## config.mk

```make
export PLATFORM = sky130hd
export DESIGN_NAME = dfpRoundTop
export DESIGN_NICKNAME = d
export VERILOG_FILES = /design/src/dfpPkg.sv /design/src/bcdAddN.sv /design/src/dfpPack.sv /design/src/dfpRound.sv /design/src/dfpAxiRegs.sv /design/src/dfpRoundTop.sv
export VERILOG_INCLUDE_DIRS = /design/src
export SDC_FILE = /design/constraint.sdc
export NUM_CORES = 1
export LEC_CHECK = 0
export ABC_AREA = 1
export BUFFER_PORTS_ARGS = -buffer_cell sky130_fd_sc_hd__buf_2
export CAP_MARGIN = 20
export CORE_ASPECT_RATIO = 0.5
export CORE_MARGIN = 4
export CORE_UTILIZATION = 54
export CTS_BUF_LIST = sky130_fd_sc_hd__clkbuf_8 sky130_fd_sc_hd__clkbuf_16
export DETAILED_ROUTE_END_ITERATION = 6
export GPL_TIMING_DRIVEN = 0
export HOLD_SLACK_MARGIN = 0.12
export PLACE_DENSITY = 0.82
export RECOVER_POWER = 50
export SLEW_MARGIN = 20
export SYNTH_ARGS = -nofsm -noshare
export SYNTH_HDL_FRONTEND = slang
export SYNTH_SLANG_ARGS = --single-unit
```

## constraint.sdc

```tcl
create_clock -name clk -period 24.7 [get_ports clk]
set_input_delay 1.235 -clock clk [delete_from_list [all_inputs] [get_ports clk]]
set_output_delay 1.235 -clock clk [all_outputs]
set_load 0.02 [all_outputs]
```

## src/dfp_defines.svh

```systemverilog
/*
 * decimal floating point rounding coprocessor
 * format sizes, rounding mode codes, AXI4-Lite
 * register map and response codes
 */
`ifndef DFP_DEFINES_SVH
`define DFP_DEFINES_SVH

// kept significand digits and exponent width
`define DFP_DIGITS      7
`define DFP_EXP_W       8
// exponent code reserved for infinity and NaN
`define DFP_EXP_RSV     8'hFF

// rounding modes, any other code rounds down
`define RM_CEILING      3'd0
`define RM_FLOOR        3'd1
`define RM_HALF_UP      3'd2
`define RM_HALF_EVEN    3'd3
`define RM_DOWN         3'd4

// register map, 0x10 is one past the last register
`define DFP_ADDR_W      5
`define REG_SIG         5'h00
`define REG_CTRL        5'h04
`define REG_RES_SIG     5'h08
`define REG_RES_HI      5'h0C

// AXI response codes
`define AXI_OKAY        2'b00
`define AXI_SLVERR      2'b10

`endif

```

## src/dfpPkg.sv

```systemverilog
/*
 * dfpPkg
 * types shared by the decimal rounding coprocessor:
 * BCD significands, exponent, rounding mode, packed
 * stored result and the AXI write FSM states
 */
`default_nettype none

`include "dfp_defines.svh"

package dfpPkg;

	// kept BCD significand, one nibble per digit
	typedef logic [`DFP_DIGITS*4-1:0] digits_t;

	// unrounded significand
	// kept digits on top, guard digit in the lowest nibble
	typedef logic [(`DFP_DIGITS+1)*4-1:0] digitsIn_t;

	// biased exponent
	typedef logic [`DFP_EXP_W-1:0] exp_t;

	// rounding mode code, see RM_* macros
	typedef logic [2:0] roundMode_t;

	// stored result, msb first: sign, exponent, digits
	// inf  -> reserved exponent, all digits zero
	// qNaN -> reserved exponent, leading digit F
	// sNaN -> reserved exponent, leading digit E
	typedef logic [`DFP_EXP_W+`DFP_DIGITS*4:0] dfpPacked_t;

	// AXI write side
	typedef enum logic {
		stIdle,
		stRespond
	} regState_t;

endpackage

`default_nettype wire

```

## src/bcdAddN.sv

```systemverilog
/*
 * bcdAddN
 * N-digit BCD ripple adder, carry in at the lowest digit
 * and decimal carry out of the top digit
 */
`timescale 1ns/1ps
`default_nettype none

module bcdAddN #(
	parameter int N = 4
) (
	input  logic         ci,
	input  logic [N*4-1:0] a,
	input  logic [N*4-1:0] b,
	output logic [N*4-1:0] o,
	output logic         co
);

	// carry between digits, c[0] is the carry in
	logic [N:0] c;

	assign c[0] = ci;

	for (genvar i = 0; i < N; i++) begin : gDigit
		// binary digit sum, max 9+9+1 = 19
		logic [4:0] raw;
		// sum with the decimal correction applied
		logic [4:0] adj;

		assign raw = {1'b0, a[i*4 +: 4]} + {1'b0, b[i*4 +: 4]} + {4'b0, c[i]};
		assign adj = raw + 5'd6;

		// anything past 9 wraps by adding 6 and carries on
		assign c[i+1] = (raw > 5'd9);
		assign o[i*4 +: 4] = c[i+1] ? adj[3:0] : raw[3:0];
	end

	assign co = c[N];

endmodule

`default_nettype wire

```

## src/dfpPack.sv

```systemverilog
/*
 * dfpPack
 * encodes rounded fields and class flags into the stored
 * format, specials go to the reserved exponent
 */
`timescale 1ns/1ps
`default_nettype none

`include "dfp_defines.svh"

module dfpPack
	import dfpPkg::*;
(
	input  logic       sign,
	input  logic       nan,
	input  logic       qnan,
	input  logic       snan,
	input  logic       infinity,
	input  exp_t       exp,
	input  digits_t    sig,
	output dfpPacked_t packedOut
);

	exp_t    pkExp;
	digits_t pkSig;

	always_comb begin
		// finite values go straight through
		pkExp = exp;
		pkSig = sig;
		if (nan) begin
			// NaN wins over infinity
			pkExp = `DFP_EXP_RSV;
			pkSig = '0;
			// quiet unless only the signalling flag is set
			if (qnan || !snan)
				pkSig[`DFP_DIGITS*4-1 -: 4] = 4'hF;
			else
				pkSig[`DFP_DIGITS*4-1 -: 4] = 4'hE;
		end else if (infinity) begin
			pkExp = `DFP_EXP_RSV;
			pkSig = '0;
		end
	end

	// sign is kept for every class
	assign packedOut = {sign, pkExp, pkSig};

endmodule

`default_nettype wire

```

## src/dfpRound.sv

```systemverilog
/*
 * dfpRound
 * four-stage decimal rounding pipeline
 * 1: round bit from guard digit and mode
 * 2: BCD increment, exponent bump on carry
 * 3: significand select, overflow to infinity
 * 4: pack and register the result
 */
`timescale 1ns/1ps
`default_nettype none

`include "dfp_defines.svh"

module dfpRound
	import dfpPkg::*;
(
	input  logic       clk,
	input  logic       arstN,
	input  logic       inValid,
	input  digitsIn_t  sig,
	input  exp_t       exp,
	input  logic       sign,
	input  logic       nan,
	input  logic       qnan,
	input  logic       snan,
	input  logic       infinity,
	input  roundMode_t rm,
	output logic       outValid,
	output dfpPacked_t result
);

	// valid chain, outValid is the last link
	logic v1, v2, v3;

	// stage 1 registers
	digits_t sig1;
	exp_t    exp1;
	logic    rnd1, sign1, nan1, qnan1, snan1, inf1;

	// stage 2 registers
	digits_t sig2, sum2;
	exp_t    expInc2;
	logic    carry2, den2, rnd2, sign2, nan2, qnan2, snan2, inf2;

	// stage 3 registers
	digits_t sig3;
	exp_t    exp3;
	logic    sign3, nan3, qnan3, snan3, inf3;

	// --------------------
	// stage 1, round decision

	logic [3:0] guard;
	logic [3:0] lastKept;
	logic       rndNext;

	assign guard    = sig[3:0];
	assign lastKept = sig[7:4];

	always_comb begin
		// specials are never rounded
		if (nan || infinity) begin
			rndNext = 1'b0;
		end else begin
			case (rm)
				// away from zero only for positive values
				`RM_CEILING:   rndNext = !sign && (guard != 4'd0);
				`RM_FLOOR:     rndNext = sign && (guard != 4'd0);
				`RM_HALF_UP:   rndNext = (guard >= 4'd5);
				// ties go to the even last digit
				`RM_HALF_EVEN: rndNext = (guard > 4'd5) || (guard == 4'd5 && lastKept[0]);
				default:       rndNext = 1'b0;
			endcase
		end
	end

	always_ff @(posedge clk) begin
		// guard digit dropped here
		sig1  <= sig[(`DFP_DIGITS+1)*4-1:4];
		exp1  <= exp;
		rnd1  <= rndNext;
		sign1 <= sign;
		nan1  <= nan;
		qnan1 <= qnan;
		snan1 <= snan;
		inf1  <= infinity;
	end

	// --------------------
	// stage 2, increment

	digits_t sum1;
	logic    carry1;

	// round bit enters as the carry in
	bcdAddN #(
		.N(`DFP_DIGITS)
	) bcdAdd_inst (
		.ci(rnd1),
		.a (sig1),
		.b ('0),
		.o (sum1),
		.co(carry1)
	);

	always_ff @(posedge clk) begin
		sig2    <= sig1;
		sum2    <= sum1;
		carry2  <= carry1;
		// a new leading digit bumps the exponent
		expInc2 <= exp1 + {{(`DFP_EXP_W-1){1'b0}}, carry1};
		// denormal marker
		den2    <= (exp1 == '0);
		rnd2    <= rnd1;
		sign2   <= sign1;
		nan2    <= nan1;
		qnan2   <= qnan1;
		snan2   <= snan1;
		inf2    <= inf1;
	end

	// --------------------
	// stage 3, significand select

	logic    ovf2;
	digits_t sigSel;

	// rounding up into the reserved exponent means infinity
	assign ovf2 = rnd2 && (expInc2 == `DFP_EXP_RSV);

	always_comb begin
		if (!rnd2)
			sigSel = sig2;
		else if (ovf2)
			sigSel = '0;
		else if (!carry2 || den2)
			// denormal carry just becomes normal, no shift
			sigSel = sum2;
		else
			// 9..9 + 1 on a normal number, new leading 1
			sigSel = {4'h1, sum2[`DFP_DIGITS*4-1:4]};
	end

	always_ff @(posedge clk) begin
		sig3  <= sigSel;
		exp3  <= expInc2;
		sign3 <= sign2;
		nan3  <= nan2;
		qnan3 <= qnan2;
		snan3 <= snan2;
		inf3  <= inf2 | ovf2;
	end

	// --------------------
	// stage 4, pack

	dfpPacked_t packed3;

	dfpPack dfpPack_inst (
		.sign     (sign3),
		.nan      (nan3),
		.qnan     (qnan3),
		.snan     (snan3),
		.infinity (inf3),
		.exp      (exp3),
		.sig      (sig3),
		.packedOut(packed3)
	);

	always_ff @(posedge clk) begin
		result <= packed3;
	end

	// valid travels with the data, no stalls
	always_ff @(posedge clk or negedge arstN) begin
		if (!arstN) begin
			v1       <= 1'b0;
			v2       <= 1'b0;
			v3       <= 1'b0;
			outValid <= 1'b0;
		end else begin
			v1       <= inValid;
			v2       <= v1;
			v3       <= v2;
			outValid <= v3;
		end
	end

	// --------------------
	// checks

	// every accepted item leaves exactly four cycles later
	aLatency: assert property (@(posedge clk) disable iff (!arstN)
		inValid |-> ##4 outValid);
	aNoSpurious: assert property (@(posedge clk) disable iff (!arstN)
		outValid |-> $past(inValid, 4));

	// host must not flag a value as both NaN and infinity
	aClass: assert property (@(posedge clk) disable iff (!arstN)
		v1 |-> !(nan1 && inf1));

endmodule

`default_nettype wire

```

## src/dfpAxiRegs.sv

```systemverilog
/*
 * dfpAxiRegs
 * AXI4-Lite slave for the rounding coprocessor
 * operand and control registers, launch pulse,
 * result capture and done flag
 */
`timescale 1ns/1ps
`default_nettype none

`include "dfp_defines.svh"

module dfpAxiRegs
	import dfpPkg::*;
(
	input  logic                   clk,
	input  logic                   arstN,
	// write address
	input  logic [`DFP_ADDR_W-1:0] awaddr,
	input  logic                   awvalid,
	output logic                   awready,
	// write data, wstrb ignored since every write is a full word
	input  logic [31:0]            wdata,
	input  logic [3:0]             wstrb,
	input  logic                   wvalid,
	output logic                   wready,
	// write response
	output logic [1:0]             bresp,
	output logic                   bvalid,
	input  logic                   bready,
	// read address
	input  logic [`DFP_ADDR_W-1:0] araddr,
	input  logic                   arvalid,
	output logic                   arready,
	// read data
	output logic [31:0]            rdata,
	output logic [1:0]             rresp,
	output logic                   rvalid,
	input  logic                   rready,
	// to the rounder
	output logic                   inValid,
	output digitsIn_t              sig,
	output exp_t                   exp,
	output logic                   sign,
	output logic                   nan,
	output logic                   qnan,
	output logic                   snan,
	output logic                   infinity,
	output roundMode_t             rm,
	// from the rounder
	input  logic                   outValid,
	input  dfpPacked_t             result
);

	regState_t  wrState;
	digitsIn_t  sigReg;
	logic [15:0] ctrlReg;
	dfpPacked_t resReg;
	logic       done;
	logic       wrFire, ctrlWr, rdFire;
	logic [31:0] rdMux;

	// only the four word offsets exist
	function automatic logic addrOk(input logic [`DFP_ADDR_W-1:0] a);
		return a inside {`REG_SIG, `REG_CTRL, `REG_RES_SIG, `REG_RES_HI};
	endfunction

	assign wrFire = awvalid && awready && wvalid && wready;
	assign ctrlWr = wrFire && (awaddr == `REG_CTRL);
	assign rdFire = arvalid && arready;

	// control word fields
	assign sig      = sigReg;
	assign exp      = ctrlReg[7:0];
	assign sign     = ctrlReg[8];
	assign nan      = ctrlReg[9];
	assign qnan     = ctrlReg[10];
	assign snan     = ctrlReg[11];
	assign infinity = ctrlReg[12];
	assign rm       = ctrlReg[15:13];

	// --------------------
	// write side

	always_ff @(posedge clk or negedge arstN) begin
		if (!arstN) begin
			wrState <= stIdle;
			awready <= 1'b0;
			wready  <= 1'b0;
			bvalid  <= 1'b0;
			bresp   <= `AXI_OKAY;
			inValid <= 1'b0;
			sigReg  <= '0;
			ctrlReg <= '0;
		end else begin
			// launch is a single-cycle pulse
			inValid <= 1'b0;
			case (wrState)
				stIdle: begin
					if (wrFire) begin
						awready <= 1'b0;
						wready  <= 1'b0;
						bvalid  <= 1'b1;
						bresp   <= addrOk(awaddr) ? `AXI_OKAY : `AXI_SLVERR;
						wrState <= stRespond;
						if (awaddr == `REG_SIG)
							sigReg <= wdata;
						if (ctrlWr) begin
							ctrlReg <= wdata[15:0];
							inValid <= 1'b1;
						end
					end else if (awvalid && wvalid) begin
						// both channels present, accept them together
						awready <= 1'b1;
						wready  <= 1'b1;
					end
				end
				stRespond: begin
					if (bready) begin
						bvalid  <= 1'b0;
						wrState <= stIdle;
					end
				end
				default: wrState <= stIdle;
			endcase
		end
	end

	// --------------------
	// result capture

	always_ff @(posedge clk or negedge arstN) begin
		if (!arstN) begin
			resReg <= '0;
			done   <= 1'b0;
		end else begin
			if (outValid) begin
				resReg <= result;
				done   <= 1'b1;
			end
			// a new launch clears done
			if (ctrlWr)
				done <= 1'b0;
		end
	end

	// --------------------
	// read side

	always_comb begin
		case (araddr)
			`REG_SIG:     rdMux = sigReg;
			`REG_CTRL:    rdMux = {16'h0, ctrlReg};
			`REG_RES_SIG: rdMux = 32'(digits_t'(resReg));
			// done on top, sign and exponent in 8:0
			`REG_RES_HI:  rdMux = {done, 31'(resReg >> (`DFP_DIGITS*4))};
			default:      rdMux = '0;
		endcase
	end

	always_ff @(posedge clk or negedge arstN) begin
		if (!arstN) begin
			arready <= 1'b0;
			rvalid  <= 1'b0;
			rdata   <= '0;
			rresp   <= `AXI_OKAY;
		end else if (rdFire) begin
			arready <= 1'b0;
			rvalid  <= 1'b1;
			rdata   <= rdMux;
			rresp   <= addrOk(araddr) ? `AXI_OKAY : `AXI_SLVERR;
		end else if (rvalid) begin
			// rdata holds until the master takes it
			if (rready)
				rvalid <= 1'b0;
		end else if (arvalid) begin
			arready <= 1'b1;
		end
	end

	// response stays up until the master takes it
	aBHold: assert property (@(posedge clk) disable iff (!arstN)
		bvalid && !bready |=> bvalid);

endmodule

`default_nettype wire

```

## src/dfpRoundTop.sv

```systemverilog
/*
 * dfpRoundTop
 * decimal rounding coprocessor, AXI4-Lite slave
 * feeding the pipelined rounding unit
 */
`timescale 1ns/1ps
`default_nettype none

`include "dfp_defines.svh"

module dfpRoundTop
	import dfpPkg::*;
(
	input  logic                   clk,
	input  logic                   arstN,
	input  logic [`DFP_ADDR_W-1:0] awaddr,
	input  logic                   awvalid,
	output logic                   awready,
	input  logic [31:0]            wdata,
	input  logic [3:0]             wstrb,
	input  logic                   wvalid,
	output logic                   wready,
	output logic [1:0]             bresp,
	output logic                   bvalid,
	input  logic                   bready,
	input  logic [`DFP_ADDR_W-1:0] araddr,
	input  logic                   arvalid,
	output logic                   arready,
	output logic [31:0]            rdata,
	output logic [1:0]             rresp,
	output logic                   rvalid,
	input  logic                   rready
);

	// operand side
	logic       inValid, sign, nan, qnan, snan, infinity;
	digitsIn_t  sig;
	exp_t       exp;
	roundMode_t rm;
	// result side
	logic       outValid;
	dfpPacked_t result;

	dfpAxiRegs dfpAxiRegs_inst (
		.clk     (clk),
		.arstN   (arstN),
		.awaddr  (awaddr),
		.awvalid (awvalid),
		.awready (awready),
		.wdata   (wdata),
		.wstrb   (wstrb),
		.wvalid  (wvalid),
		.wready  (wready),
		.bresp   (bresp),
		.bvalid  (bvalid),
		.bready  (bready),
		.araddr  (araddr),
		.arvalid (arvalid),
		.arready (arready),
		.rdata   (rdata),
		.rresp   (rresp),
		.rvalid  (rvalid),
		.rready  (rready),
		.inValid (inValid),
		.sig     (sig),
		.exp     (exp),
		.sign    (sign),
		.nan     (nan),
		.qnan    (qnan),
		.snan    (snan),
		.infinity(infinity),
		.rm      (rm),
		.outValid(outValid),
		.result  (result)
	);

	dfpRound dfpRound_inst (
		.clk     (clk),
		.arstN   (arstN),
		.inValid (inValid),
		.sig     (sig),
		.exp     (exp),
		.sign    (sign),
		.nan     (nan),
		.qnan    (qnan),
		.snan    (snan),
		.infinity(infinity),
		.rm      (rm),
		.outValid(outValid),
		.result  (result)
	);

endmodule

`default_nettype wire

```

==> results of run 1 <==
==> stage by stage <==
stage,utilization (%),hold WS [ns]
after floorplan,-,0.3096
after global placement,59.24,0.3117
after detailed placement,59.40,0.3153
after CTS,63.51,0.3309
after global routing,63.34,0.3389
final,63.34,0.3282
==> placed cells by master (no fill, tap or decap), types with 2 or more instances in the layout <==
| cell type | n |
|---|---|
| nand2_1 | 453 |
| dfxtp_1 | 192 |
| inv_1 | 133 |
| dfrtp_1 | 130 |
| buf_2 | 99 |
| nor2_1 | 90 |
| nand4_1 | 65 |
| nand3_1 | 55 |
| o21ai_0 | 45 |
| clkbuf_1 | 32 |
| ha_1 | 30 |
| clkbuf_16 | 28 |
| o21ai_2 | 27 |
| o21ai_1 | 13 |
| a21oi_2 | 13 |
| o22ai_1 | 12 |
| a21oi_1 | 10 |
| nand3b_1 | 8 |
| buf_6 | 8 |
| or2_2 | 8 |
| xor2_1 | 7 |
| o21bai_1 | 6 |
| buf_4 | 6 |
| clkinv_2 | 4 |
| buf_1 | 3 |
| bufinv_16 | 3 |
| clkbuf_8 | 3 |
| nand3_2 | 2 |
| nor3_1 | 2 |
| nor2_4 | 2 |
| conb_1 | 2 |
| clkinv_1 | 2 |
| clkinvlp_4 | 2 |
==> registers in the layout (all words and copies together), names as in the netlist, 8 cells and up <==
register,flops
dfpRound_inst.sig2,28
dfpRound_inst.sig3,28
dfpRound_inst.exp1,8
dfpRound_inst.expInc2,8
dfpAxiRegs_inst.rdata,32
dfpAxiRegs_inst.sig,32
dfpRound_inst.sum2,28
dfpRound_inst.exp3,8
dfpRound_inst.sig1,28
dfpRound_inst.result,37
dfpAxiRegs_inst.ctrlReg,16
dfpAxiRegs_inst.resReg,37
==> final cells by class <==
cell class	instances	area, µm²
Buffer	61	330.3
Tap cell	300	375.4
Clock buffer	31	742.0
Multi-Input combinational cell	860	4232
Inverter	130	488.0
Timing Repair Buffer	87	431.7
Sequential cell	322	7097
Fill cell	1754	8019
Clock inverter	16	156.4
==> path summary, 6_finish.rpt <==
check                                    start                          to  slack (ns)  cells after the start
max in group asynchronous                arstN  dfpAxiRegs_inst.resReg[25]       18.13                      2
min                        dfpRound_inst.snan1         dfpRound_inst.snan2        0.33                      0
max reg2reg                 dfpRound_inst.rnd1    dfpRound_inst.expInc2[7]       13.28                     82
min in group asynchronous                arstN    dfpAxiRegs_inst.rdata[5]        1.58                      1
max                         dfpRound_inst.rnd1    dfpRound_inst.expInc2[7]       13.28                     82
min reg2reg                dfpRound_inst.snan1         dfpRound_inst.snan2        0.33                      0
==> cell families after synthesis <==
kind of cell	count (synthesis)	share of synthesized area, %
and+or+nand+nor	693	24.40
other	1	0.03087
AOI/OAI and AO/OA	128	6.798
DFF	322	58.42
adders and majority gates	30	3.090
buffers and inverters	191	6.757
xor gates and xnor gates	7	0.5047
==> critical path: cells and delay by family (launching register included) <==
kind | cells | cell delay (ns)
XOR/XNOR | 1 | 0.16
buffers and inverters | 15 | 1.09
AND/OR/NAND/NOR | 44 | 4.81
adder cells (fa/ha/maj) | 22 | 4.94
flip-flops | 1 | 0.33
==> synthesized netlist by cell type, drive strengths merged <==
master	count	area, µm²
nand2	454	1707
ha	30	375.4
nand3	58	312.8
buf	34	231.5
nor3	3	26.28
a21oi	23	163.9
nand4	66	419.2
o22ai	12	75.07
inv	130	488.0
nor4	1	6.260
clkbuf	27	101.4
o21ai	85	526.8
dfrtp	130	3253
or2	9	56.31
nand3b	8	60.06
xor2	7	61.31
dfxtp	192	3844
a21boi	1	7.510
o21bai	6	45.04
nor2	93	369.1
conb	1	3.750
o211ai	1	7.510
nor3b	1	7.510
==> routing by layer <==
layer	part of all wire (%)	track usage, %	wire length, µm	vias to the layer above
met2	47	40.24	14110	389
met5	0	0	0	-
met1	42	32.02	12780	4663
met4	3.1	7.191	945	0
li1	-	-	-	4583
met3	7.6	5.170	2292	78
==> report_power, final <==
group | internal, mW | switching [mW]
combinational | 0.0977 | 0.192
sequential | 0.623 | 0.0532
clock | 0.245 | 0.188
==> metrics.md, run 1 <==
| Metric | Value |
|---|---|
| Largest net degree at the start of global routing | `80` |
| Hold crit path type | `reg2reg` |
| Max_slew headroom | `-173.1%` |
| Syn Area/Cell | `8.854 µm²` |
| Peak Freq | `87.53 MHz` |
| GRT overflow | `0` |
| Worst-skew pair later-pin latency | `0.54 ns` |
| Worst Max-Slew Pin Slew | `4.096 ns` |
| Placed insts | `1760` |
| First-pass GRT wire length | `48110 µm` |
| Post-Syn Instances | `1372` |
| Share of cells above drive strength 1 | `14.07%` |
| Final worst slack | `13.28 ns` |
| Fin crit share | `46.25%` |
| CP required | `25.16 ns` |
| Yosys Warn Count | `0` |
| DP Area | `12990 µm²` |
| Vias in the first global route | `9698` |
| Crit-path max FO | `6` |
| Tmin final | `11.42 ns` |
| Die Width | `220.1 µm` |
| MaxCap Viol Count | `2` |
| Cell Area, Synth | `12150 µm²` |
| Crit path top cell by count | `nand2_1` |
| Fin. Hold Viols | `0` |
| Routed WL | `30120 µm` |
| Tot Pwr | `1.400 mW` |
| RSZ-0062 raised after global routing | `false` |
| DP HPWL | `21870 µm` |
| Post-synthesis sequential area ratio | `58.42%` |
| CP peak stage delay | `0.36 ns` |
| H-tree levels | `1` |
| Initial antenna violation count | `0` |
| Finish-stage setup viols | `0` |
| CTS buffer count | `26` |
| Clock skew | `0.01125 ns` |
| Clk Tree Root Cell | `clkbuf_16` |
| # diodes | `0` |
| Worst path slowest cell | `nand2_1` |
| DRT iter0 DRCs | `923` |
| Final #Nets | `1571` |
| CTS tree | `built` |
| Clk slew on worst S/H paths | `0.07 ns` |
| Failing checks | `capacitance limit, slew limit` |
| DR WL/cell | `16.67 µm` |
| Std-Cell Rows | `38` |
| Drt drc | `0` |
| Routed Antenna Nets | `0` |
| GRT Overall Usage | `24.10%` |
| P&R area growth vs syn | `14.03%` |
| Vias | `9713` |
| CORE AREA | `21870 µm²` |
| Hold-fix buffers, CTS | `0` |
| # resized after CTS | `0` |
| # clock sinks | `322` |
| Port Buffers | `86` |
| Status | `finished, violations left` |
| Synth cell types | `38` |
| Pre-CTS WS | `13.59 ns` |
| Post-route insts no fill | `1807` |
| Drt first pass iters | `5` |
| Die Span Y | `114.1 µm` |
| Static Leak | `7.141 nW` |
| Crit end category | `flip-flop` |
| Arr. time, crit path | `11.89 ns` |
| Vias per cell | `5.375` |
| Peak supply drop | `0.05210 mV` |
| Ports | `94` |
| Worst setup SP type | `flip-flop` |
| DIE AREA | `25110 µm²` |
| Post-CTS setup buffers | `0` |
| Power per standard cell area | `101.0 nW/µm²` |
| Design area | `13850 µm²` |
| Longest Clk Path Bufs | `3` |
| Initial Utilization | `55.54%` |
| Setup TNS | `0 ns` |
| Kind of critical path | `reg2reg` |
| RePlAce Congestion | `0.9629` |
| Final Slew Violations | `133` |
| Seq cells post-synth | `322` |
Note: power is estimated with default switching activity, not from simulation.
==> run 2, diff against run 1 <==
--- a/config.mk
+++ b/config.mk
@@ -16,7 +16,7 @@
 export DETAILED_ROUTE_END_ITERATION = 6
 export GPL_TIMING_DRIVEN = 0
 export HOLD_SLACK_MARGIN = 0.12
-export PLACE_DENSITY = 0.82
+export PLACE_DENSITY = 0.85
 export RECOVER_POWER = 50
 export SLEW_MARGIN = 20
 export SYNTH_ARGS = -nofsm -noshare
==> constraint.sdc (replaced) <==
create_clock -name clk -period 9.4 [get_ports clk]
set_input_delay 0.47 -clock clk [delete_from_list [all_inputs] [get_ports clk]]
set_output_delay 0.47 -clock clk [all_outputs]
set_load 0.02 [all_outputs]
==> run 2 against run 1 <==
The run still ends with capacitance limit, slew limit left. Total power grew to 2.8 times the previous value. Worst hold slack worse by 0.15 ns. Setup slack worse by 13 ns. First-iteration DRC count is 26% higher. Critical path depth is 1 lower. Routed wire length is 6.3% higher. Non-clock buffer count is 28 higher. Sequential share of layout area is 2.1 points lower. Global-route usage is 0.63 points higher. Final area is 4.2% higher. Highest routed layer unchanged.
==> metrics.md, run 2 (synthesis gave the netlist of run 1 again) <==
| Metric | Value |
|---|---|
| Initial antenna violation count | `0 (unchanged)` |
| P&R area growth vs syn | `18.80%` |
| Reg2Reg Launch Point | `dfpRound_inst.rnd1` |
| Most common cell after layout, fill and taps aside | `nand2_1` |
| DP Area | `12990 µm² (unchanged)` |
| GRT Overall Usage | `24.73% (+0.63 points)` |
| DP HPWL | `21670 µm (-0.89%)` |
| Peak Freq | `109.7 MHz (+25%)` |
| # diodes | `0 (unchanged)` |
| First-pass GRT wire length | `49340 µm (+2.6%)` |
| Worst Max-Slew Pin Slew | `3.747 ns (-0.3493 ns)` |
| Hold crit path type | `in2reg` |
| CTS tree | `built` |
| Pre-CTS WS | `-1.544 ns (-15.14 ns)` |
| Die Width | `220.1 µm (unchanged)` |
| Design area | `14430 µm² (+4.2%)` |
| DR WL/cell | `17.44 µm (+4.6%)` |
| Worst setup SP type | `flip-flop` |
| Peak supply drop | `0.1344 mV (+160%)` |
| Setup crit end | `dfpRound_inst.expInc2[7]` |
| # clock sinks | `322 (unchanged)` |
| Static Leak | `7.265 nW (+1.7%)` |
| Post-route insts no fill | `1836 (+1.6%)` |
| Share of cells above drive strength 1 | `20.51% (+6.4 points)` |
| RR Endpoint | `dfpRound_inst.expInc2[7]` |
| RePlAce Congestion | `0.9634 (about the same)` |
| Vias | `10060 (+3.5%)` |
| Clock skew | `0.02193 ns (+0.01068 ns)` |
| Std-Cell Rows | `38 (unchanged)` |
| DRT iter0 DRCs | `1163 (+26%)` |
| Placed insts | `1760 (unchanged)` |
| Tmin final | `9.116 ns (-2.308 ns)` |
| Most frequent cells in the layout | `436 x nand2_1, 192 x dfxtp_1, 130 x dfrtp_1` |
| Fin crit share | `96.98% (+51 points)` |
| Max_slew headroom | `-149.8% (+23 points)` |
| Routed Antenna Nets | `0 (unchanged)` |
| Port Buffers | `86 (unchanged)` |
| CP peak stage delay | `0.35 ns (about the same)` |
| Drt first pass iters | `6 (+1)` |
| MaxCap Viol Count | `2 (unchanged)` |
| GRT overflow | `0 (unchanged)` |
| Routed WL | `32020 µm (+6.3%)` |
| Setup TNS | `0 ns (unchanged)` |
| DIE AREA | `25110 µm² (unchanged)` |
| Final worst slack | `0.2838 ns (-12.99 ns)` |
| Crit end category | `flip-flop` |
| Footprint of the multi-input gates | `4554 µm² (+7.6%)` |
| Finished Core Util | `65.98% (+2.6 points)` |
| CTS buffer count | `26 (unchanged)` |
| H-tree levels | `1 (unchanged)` |
| Clk slew on worst S/H paths | `0.07 ns (about the same)` |
| Longest Clk Path Bufs | `3 (unchanged)` |
| Power per standard cell area | `270.4 nW/µm² (+170%)` |
| Clk Tree Root Cell | `clkbuf_16` |
| Die Span Y | `114.1 µm (unchanged)` |
| Kind of critical path | `reg2reg` |
| Crit path from | `dfpRound_inst.rnd1` |
| Reg2reg setup slack | `0.28 ns (-12.99 ns)` |
| Tot Pwr | `3.902 mW (+180%)` |
| Vias in the first global route | `9805 (+1.1%)` |
| Drt drc | `0 (unchanged)` |
| Arr. time, crit path | `9.59 ns (-2.30 ns)` |
| Worst Hold Slack | `0.1771 ns (-0.1511 ns)` |
| Initial Utilization | `55.54% (unchanged)` |
| Final #Nets | `1599 (+1.8%)` |
| Vias per cell | `5.477 (+1.9%)` |
| Crit path top cell by count | `nand2_1` |
| Cells on worst reg2reg path | `81 (-1.2%)` |
| Ports | `94 (unchanged)` |
| Final Slew Violations | `133 (unchanged)` |
| FF/Latch Area | `7097 µm² (unchanged)` |
| Biggest registers after layout | `dfpAxiRegs_inst.resReg: 37 flops, dfpRound_inst.result: 37 flops` |
| Finish-stage setup viols | `0 (unchanged)` |
| Crit-path max FO | `4 (-2)` |
| Worst-skew pair later-pin latency | `0.55 ns (about the same)` |
| Fin. Hold Viols | `0 (unchanged)` |
| CP required | `9.88 ns (-15.28 ns)` |
| Fillers | `1634 (-6.8%)` |
| Failing checks | `capacitance limit, slew limit` |
| CORE AREA | `21870 µm² (unchanged)` |
| Worst path slowest cell | `dfxtp_1` |
| Status | `finished, violations left` |
| Largest net degree at the start of global routing | `69 (-14%)` |
==> run 2: critical path: cells and delay by family, from the launching register on <==
kind	cells	cell delay (ns)
xor gates and xnor gates	1	0.13
adders and majority gates	22	4.00
buffers and inverters	15	0.94
DFF	1	0.35
and+or+nand+nor	43	3.64
==> run 2: routing by layer <==
layer | wire length (µm) | global-route usage, % | vias to the layer above
met1 | 12990 | 32.25 | 4752
met5 | 0 | 0 | -
met3 | 2773 | 5.700 | 119
met2 | 14930 | 40.59 | 535
met4 | 1338 | 9.657 | 0
li1 | - | - | 4649
==> run 2: area by class of cell <==
type | count | share of cell area (%)
buffer | 61 | 2.306
clock buffer | 36 | 5.696
clock inverter | 12 | 0.7630
inverter | 130 | 3.381
multi-input combinational | 860 | 31.56
sequential | 322 | 49.18
tap | 300 | 2.601
timing repair buffer | 115 | 4.517
==> run 2: report_power, final <==
group          internal (mW)  switching (mW)  total (mW)
clock network          0.647           0.518        1.16
registers               1.64           0.153        1.79
logic                  0.367           0.582       0.949
total                   2.65            1.25        3.90
==> run 2: repair_timing <==
item / CTS / global route
hold endpoints to repair: 68 / 0
setup buffers: 11 / 15
hold buffers: 2 / 0
setup endpoints to repair: 12 / 12
resized for setup: 38 / 55
cloned: 0 / 0
pin swaps: 8 / 21
==> run 2: worst min path at each step <==
stage / to / cells after the start / startpoint / slack [ns]
3_5_place_dp: dfpRound_inst.sign2 / 0 / dfpRound_inst.sign1 / 0.31
6_report: dfpAxiRegs_inst.sig[21] / 3 / wdata[21] / 0.18
2_1_floorplan: dfpAxiRegs_inst.arready / 0 / arstN / 0.17
5_1_grt: dfpAxiRegs_inst.sig[21] / 3 / wdata[21] / 0.17
3_3_place_gp: dfpRound_inst.sign2 / 0 / dfpRound_inst.sign1 / 0.31
4_1_cts: dfpAxiRegs_inst.sig[21] / 3 / wdata[21] / 0.17
==> run 3, diff against run 2 <==
--- a/config.mk
+++ b/config.mk
@@ -7,7 +7,7 @@
 export NUM_CORES = 1
 export LEC_CHECK = 0
 export ABC_AREA = 1
-export BUFFER_PORTS_ARGS = -buffer_cell sky130_fd_sc_hd__buf_2
+export BUFFER_PORTS_ARGS = -buffer_cell sky130_fd_sc_hd__clkbuf_2
 export CAP_MARGIN = 20
 export CORE_ASPECT_RATIO = 0.5
 export CORE_MARGIN = 4
@@ -16,9 +16,10 @@
 export DETAILED_ROUTE_END_ITERATION = 6
 export GPL_TIMING_DRIVEN = 0
 export HOLD_SLACK_MARGIN = 0.12
-export PLACE_DENSITY = 0.85
+export PLACE_DENSITY = 0.84
 export RECOVER_POWER = 50
 export SLEW_MARGIN = 20
 export SYNTH_ARGS = -nofsm -noshare
 export SYNTH_HDL_FRONTEND = slang
+export SYNTH_HIERARCHICAL = 1
 export SYNTH_SLANG_ARGS = --single-unit
==> run 3 against run 2 <==
The run ends with capacitance limit, slew limit, setup timing left. Sequential power increased by 3%. Total power increased by 18%. Clock skew increased by 0.00066 ns. Sequential share of layout area decreased by 4.2 points. Routed wire length increased by 8.3%. Highest routed layer unchanged. Largest cell class unchanged. First-iteration DRC count increased by 6.4%.
==> metrics.md, run 3 <==
| Metric | Value |
|---|---|
| GRT Overall Usage | `23.93% (-0.79 points)` |
| Internal power | `2.981 mW (+12%)` |
| Hold crit path type | `in2reg` |
| Worst setup SP type | `flip-flop` |
| MaxCap Viol Count | `2 (unchanged)` |
| Post-synthesis sequential area ratio | `54.21% (-4.2 points)` |
| CTS tree | `built` |
| Fillers | `1688 (+3.3%)` |
| Routed Antenna Nets | `0 (unchanged)` |
| Synth cell types | `38 (unchanged)` |
| Final Slew Violations | `133 (unchanged)` |
| Finish-stage setup viols | `16 (+16)` |
| Max_slew headroom | `-172.1% (-22 points)` |
| Routed WL | `34690 µm (+8.3%)` |
| Syn Area/Cell | `8.529 µm² (-3.7%)` |
| GRT overflow | `0 (unchanged)` |
| CP required | `9.82 ns (-0.06 ns)` |
| Most frequent cells in the layout | `504 x nand2_1, 191 x dfxtp_1, 145 x inv_1` |
| Switching power total | `1.613 mW (+29%)` |
| Clock power share | `25.6% (-4.2 points)` |
| DR WL/cell | `16.72 µm (-4.2%)` |
| Crit path from | `dfpRound_inst/sig1[0]` |
| Vias | `11170 (+11%)` |
| Reg2Reg Launch Point | `dfpRound_inst/sig1[0]` |
| Power per standard cell area | `290.9 nW/µm² (+7.6%)` |
| Largest family of logic cells by synthesized area | `simple AND/OR/NAND/NOR gates` |
| Seq pwr share | `40.0% (-5.8 points)` |
| CORE AREA | `23320 µm² (+6.6%)` |
| Simple-Gate Fraction of Synth Area | `27.46% (+3.1 points)` |
| Setup crit end | `dfpRound_inst/expInc2[3]` |
| Initial Utilization | `56.13% (+0.58 points)` |
| Post-Syn Instances | `1535 (+12%)` |
| Finished Core Util | `67.70% (+1.7 points)` |
| Pre-CTS WS | `-3.266 ns (-1.722 ns)` |
| Largest net degree at the start of global routing | `80 (+16%)` |
| Cells on worst reg2reg path | `84 (+3.7%)` |
| Std-Cell Rows | `39 (+2.6%)` |
| Top FF cell, synth | `dfxtp_1` |
| Sw frac | `35.12% (+3.0 points)` |
| Kind of critical path | `reg2reg` |
| Final #Nets | `1850 (+16%)` |
| Worst Max-Slew Pin Slew | `4.082 ns (+0.3349 ns)` |
| Crit path top cell by count | `inv_2` |
| Vias in the first global route | `10560 (+7.6%)` |
| Seq cells post-synth | `322 (unchanged)` |
| Fin crit share | `126.3% (+29 points)` |
| First-pass GRT wire length | `52470 µm (+6.3%)` |
| Share of cells above drive strength 1 | `21.66% (+1.2 points)` |
| Clock skew | `0.02258 ns (+0.0006577 ns)` |
| Peak supply drop | `0.1585 mV (+18%)` |
| RePlAce Congestion | `0.9489 (-1.5%)` |
| Die Width | `228.2 µm (+3.7%)` |
| # diodes | `0 (unchanged)` |
| Initial antenna violation count | `0 (unchanged)` |
| Area leader, netlist | `dfxtp_1` |
| Worst path slowest cell | `fa_2` |
| Synth top area share | `29.36% (-2.3 points)` |
| RSZ-0062 raised after global routing | `true` |
| DIE AREA | `26950 µm² (+7.3%)` |
| P&R area growth vs syn | `20.63%` |
| Drt drc | `0 (unchanged)` |
| Top-count cell post-synth | `nand2_1` |
| Tot Pwr | `4.594 mW (+18%)` |
| Yosys Warn Count | `6 (+6)` |
| Crit end category | `flip-flop` |
| EDFF count, synth | `0 (unchanged)` |
| Peak Freq | `84.26 MHz (-23%)` |
| Worst-skew pair later-pin latency | `0.55 ns (about the same)` |
| Arr. time, crit path | `12.29 ns (+2.70 ns)` |
| Static Leak | `8.144 nW (+12%)` |
| Fin. Hold Viols | `0 (unchanged)` |
| Post-synthesis compound-gate area fraction | `3.995% (-2.8 points)` |
| Multiplexer share of the synthesized area | `0% (unchanged)` |
| DRT iter0 DRCs | `1237 (+6.4%)` |
| Top cells by count, synth | `528 x nand2_1, 192 x dfxtp_1, 175 x inv_1, 130 x dfrtp_1, 122 x nand3_1` |
| H-tree levels | `1 (unchanged)` |
| Comb power frac | `34.4% (+10 points)` |
| Synth Area in XOR/XNOR | `0.4014% (-0.10 points)` |
| Biggest registers after layout | `dfpAxiRegs_inst/resReg: 37 flops, dfpRound_inst/result: 37 flops` |
| DP HPWL | `22830 µm (+5.3%)` |
| Drt first pass iters | `6 (unchanged)` |
| RR Endpoint | `dfpRound_inst/expInc2[3]` |
| Most common cell after layout, fill and taps aside | `nand2_1` |
| Longest Clk Path Bufs | `3 (unchanged)` |
| Tmin final | `11.87 ns (+2.752 ns)` |
| Vias per cell | `5.383 (-1.7%)` |
| Status | `finished, violations left` |
| Ports | `94 (unchanged)` |
| Area contributors post-synth | `dfxtp_1 29%, dfrtp_1 25%, nand2_1 15%, inv_1 5.0%, nand3_1 4.7%` |
| Post-synthesis adder-cell area fraction | `5.582% (+2.5 points)` |
| Die Span Y | `118.1 µm (+3.5%)` |
| Failing checks | `capacitance limit, slew limit, setup timing` |
| CP peak stage delay | `0.59 ns (+0.24 ns)` |
| # clock sinks | `322 (unchanged)` |
| Reg2reg setup slack | `-2.47 ns (-2.75 ns)` |
| Post-synth ARST share | `40.37% (unchanged)` |
| Port Buffers | `86 (unchanged)` |
| CTS buffer count | `27 (+3.8%)` |
| Crit-path max FO | `3 (-1)` |
| Clk slew on worst S/H paths | `0.07 ns (about the same)` |
| Clk Tree Root Cell | `clkbuf_16` |
| Final worst slack | `-2.468 ns (-2.752 ns)` |
| Cell Area, Synth | `13090 µm² (+7.8%)` |
## run 3: how the worst min path moves through the flow
stage               slack (ns)                      end  cells after the start                start
floorplan                 0.17  dfpAxiRegs_inst/arready                      0                arstN
global placement          0.31      dfpRound_inst/sign3                      0  dfpRound_inst/sign2
detailed placement        0.31      dfpRound_inst/snan3                      0  dfpRound_inst/snan2
CTS                       0.13   dfpAxiRegs_inst/rvalid                      2               rready
global route              0.12   dfpAxiRegs_inst/rvalid                      2               rready
finish                    0.15   dfpAxiRegs_inst/rvalid                      2               rready
## run 3: kinds of logic (layout without fill, tap and decap cells)
family                   after synthesis  in the layout
AND/OR/NAND/NOR                      815            815
flip-flops                           322            322
buffers and inverters                249            447
AO/OA/AOI/OAI                         91             91
adder cells (fa/ha/maj)               50             50
XOR/XNOR                               6              6
other                                  2             37
## run 3: layout make-up
| class | count | area (µm²) | area share [%] |
|---|---|---|---|
| Buffer | 65 | 356.6 | 2.258 |
| Clock buffer | 32 | 755.7 | 4.786 |
| Clock inverter | 18 | 180.2 | 1.141 |
| Inverter | 184 | 705.7 | 4.469 |
| Multi-Input combinational cell | 999 | 5395 | 34.17 |
| Sequential cell | 322 | 7098 | 44.95 |
| Tap cell | 307 | 384.1 | 2.432 |
| Timing Repair Buffer | 148 | 915.9 | 5.800 |
## run 3: power by group through the flow
stage               combinational, mW  clock [mW]  sequential (mW)
detailed placement               1.10           0             1.85
floorplan                       0.824           0             1.82
global placement                 1.06           0             1.85
CTS                              1.32        1.18             1.83
global route                     1.74        1.24             1.86
finish                           1.58        1.18             1.84
## run 3: per-layer routing
| metal | vias up | GRT usage, % | wire, µm |
|---|---|---|---|
| li1 | 5239 | - | - |
| met4 | 0 | 8.212 | 1352 |
| met2 | 526 | 40.31 | 16560 |
| met1 | 5287 | 31.19 | 14070 |
| met5 | - | 0 | 0 |
| met3 | 118 | 4.811 | 2698 |
## run 3: critical path: cells and delay by family (launching register included)
family          cells  cell delay [ns]
compound gates      1             0.14
xor+xnor            1             0.12
fa+ha+maj          21             6.90
buf+inv            28             2.08
flops               1             0.34
simple gates       33             2.12
## run 3: per-stage QoR
| stage | std cells | area (µm²) | hold slack, ns | setup TNS [ns] |
|---|---|---|---|---|
| after detailed placement | 1964 | 14080 | 0.3121 | -40.85 |
| after floorplan | 1570 | 13230 | 0.1744 | 0 |
| final | 2075 | 15790 | 0.1476 | -30.52 |
| after global routing | 2075 | 15790 | 0.1233 | -37.66 |
| after global placement | 1963 | 14040 | 0.3103 | -36.64 |
| after CTS | 2056 | 15470 | 0.1345 | -27.79 |
## run 3: repair_timing
action                                  in CTS  in global routing
endpoints found under the hold margin       51                  0
setup buffers                               41                 22
hold buffers                                 1                  0
endpoints found under the setup margin      16                 17
resized for setup                           51                 78
pin swaps                                   15                 50
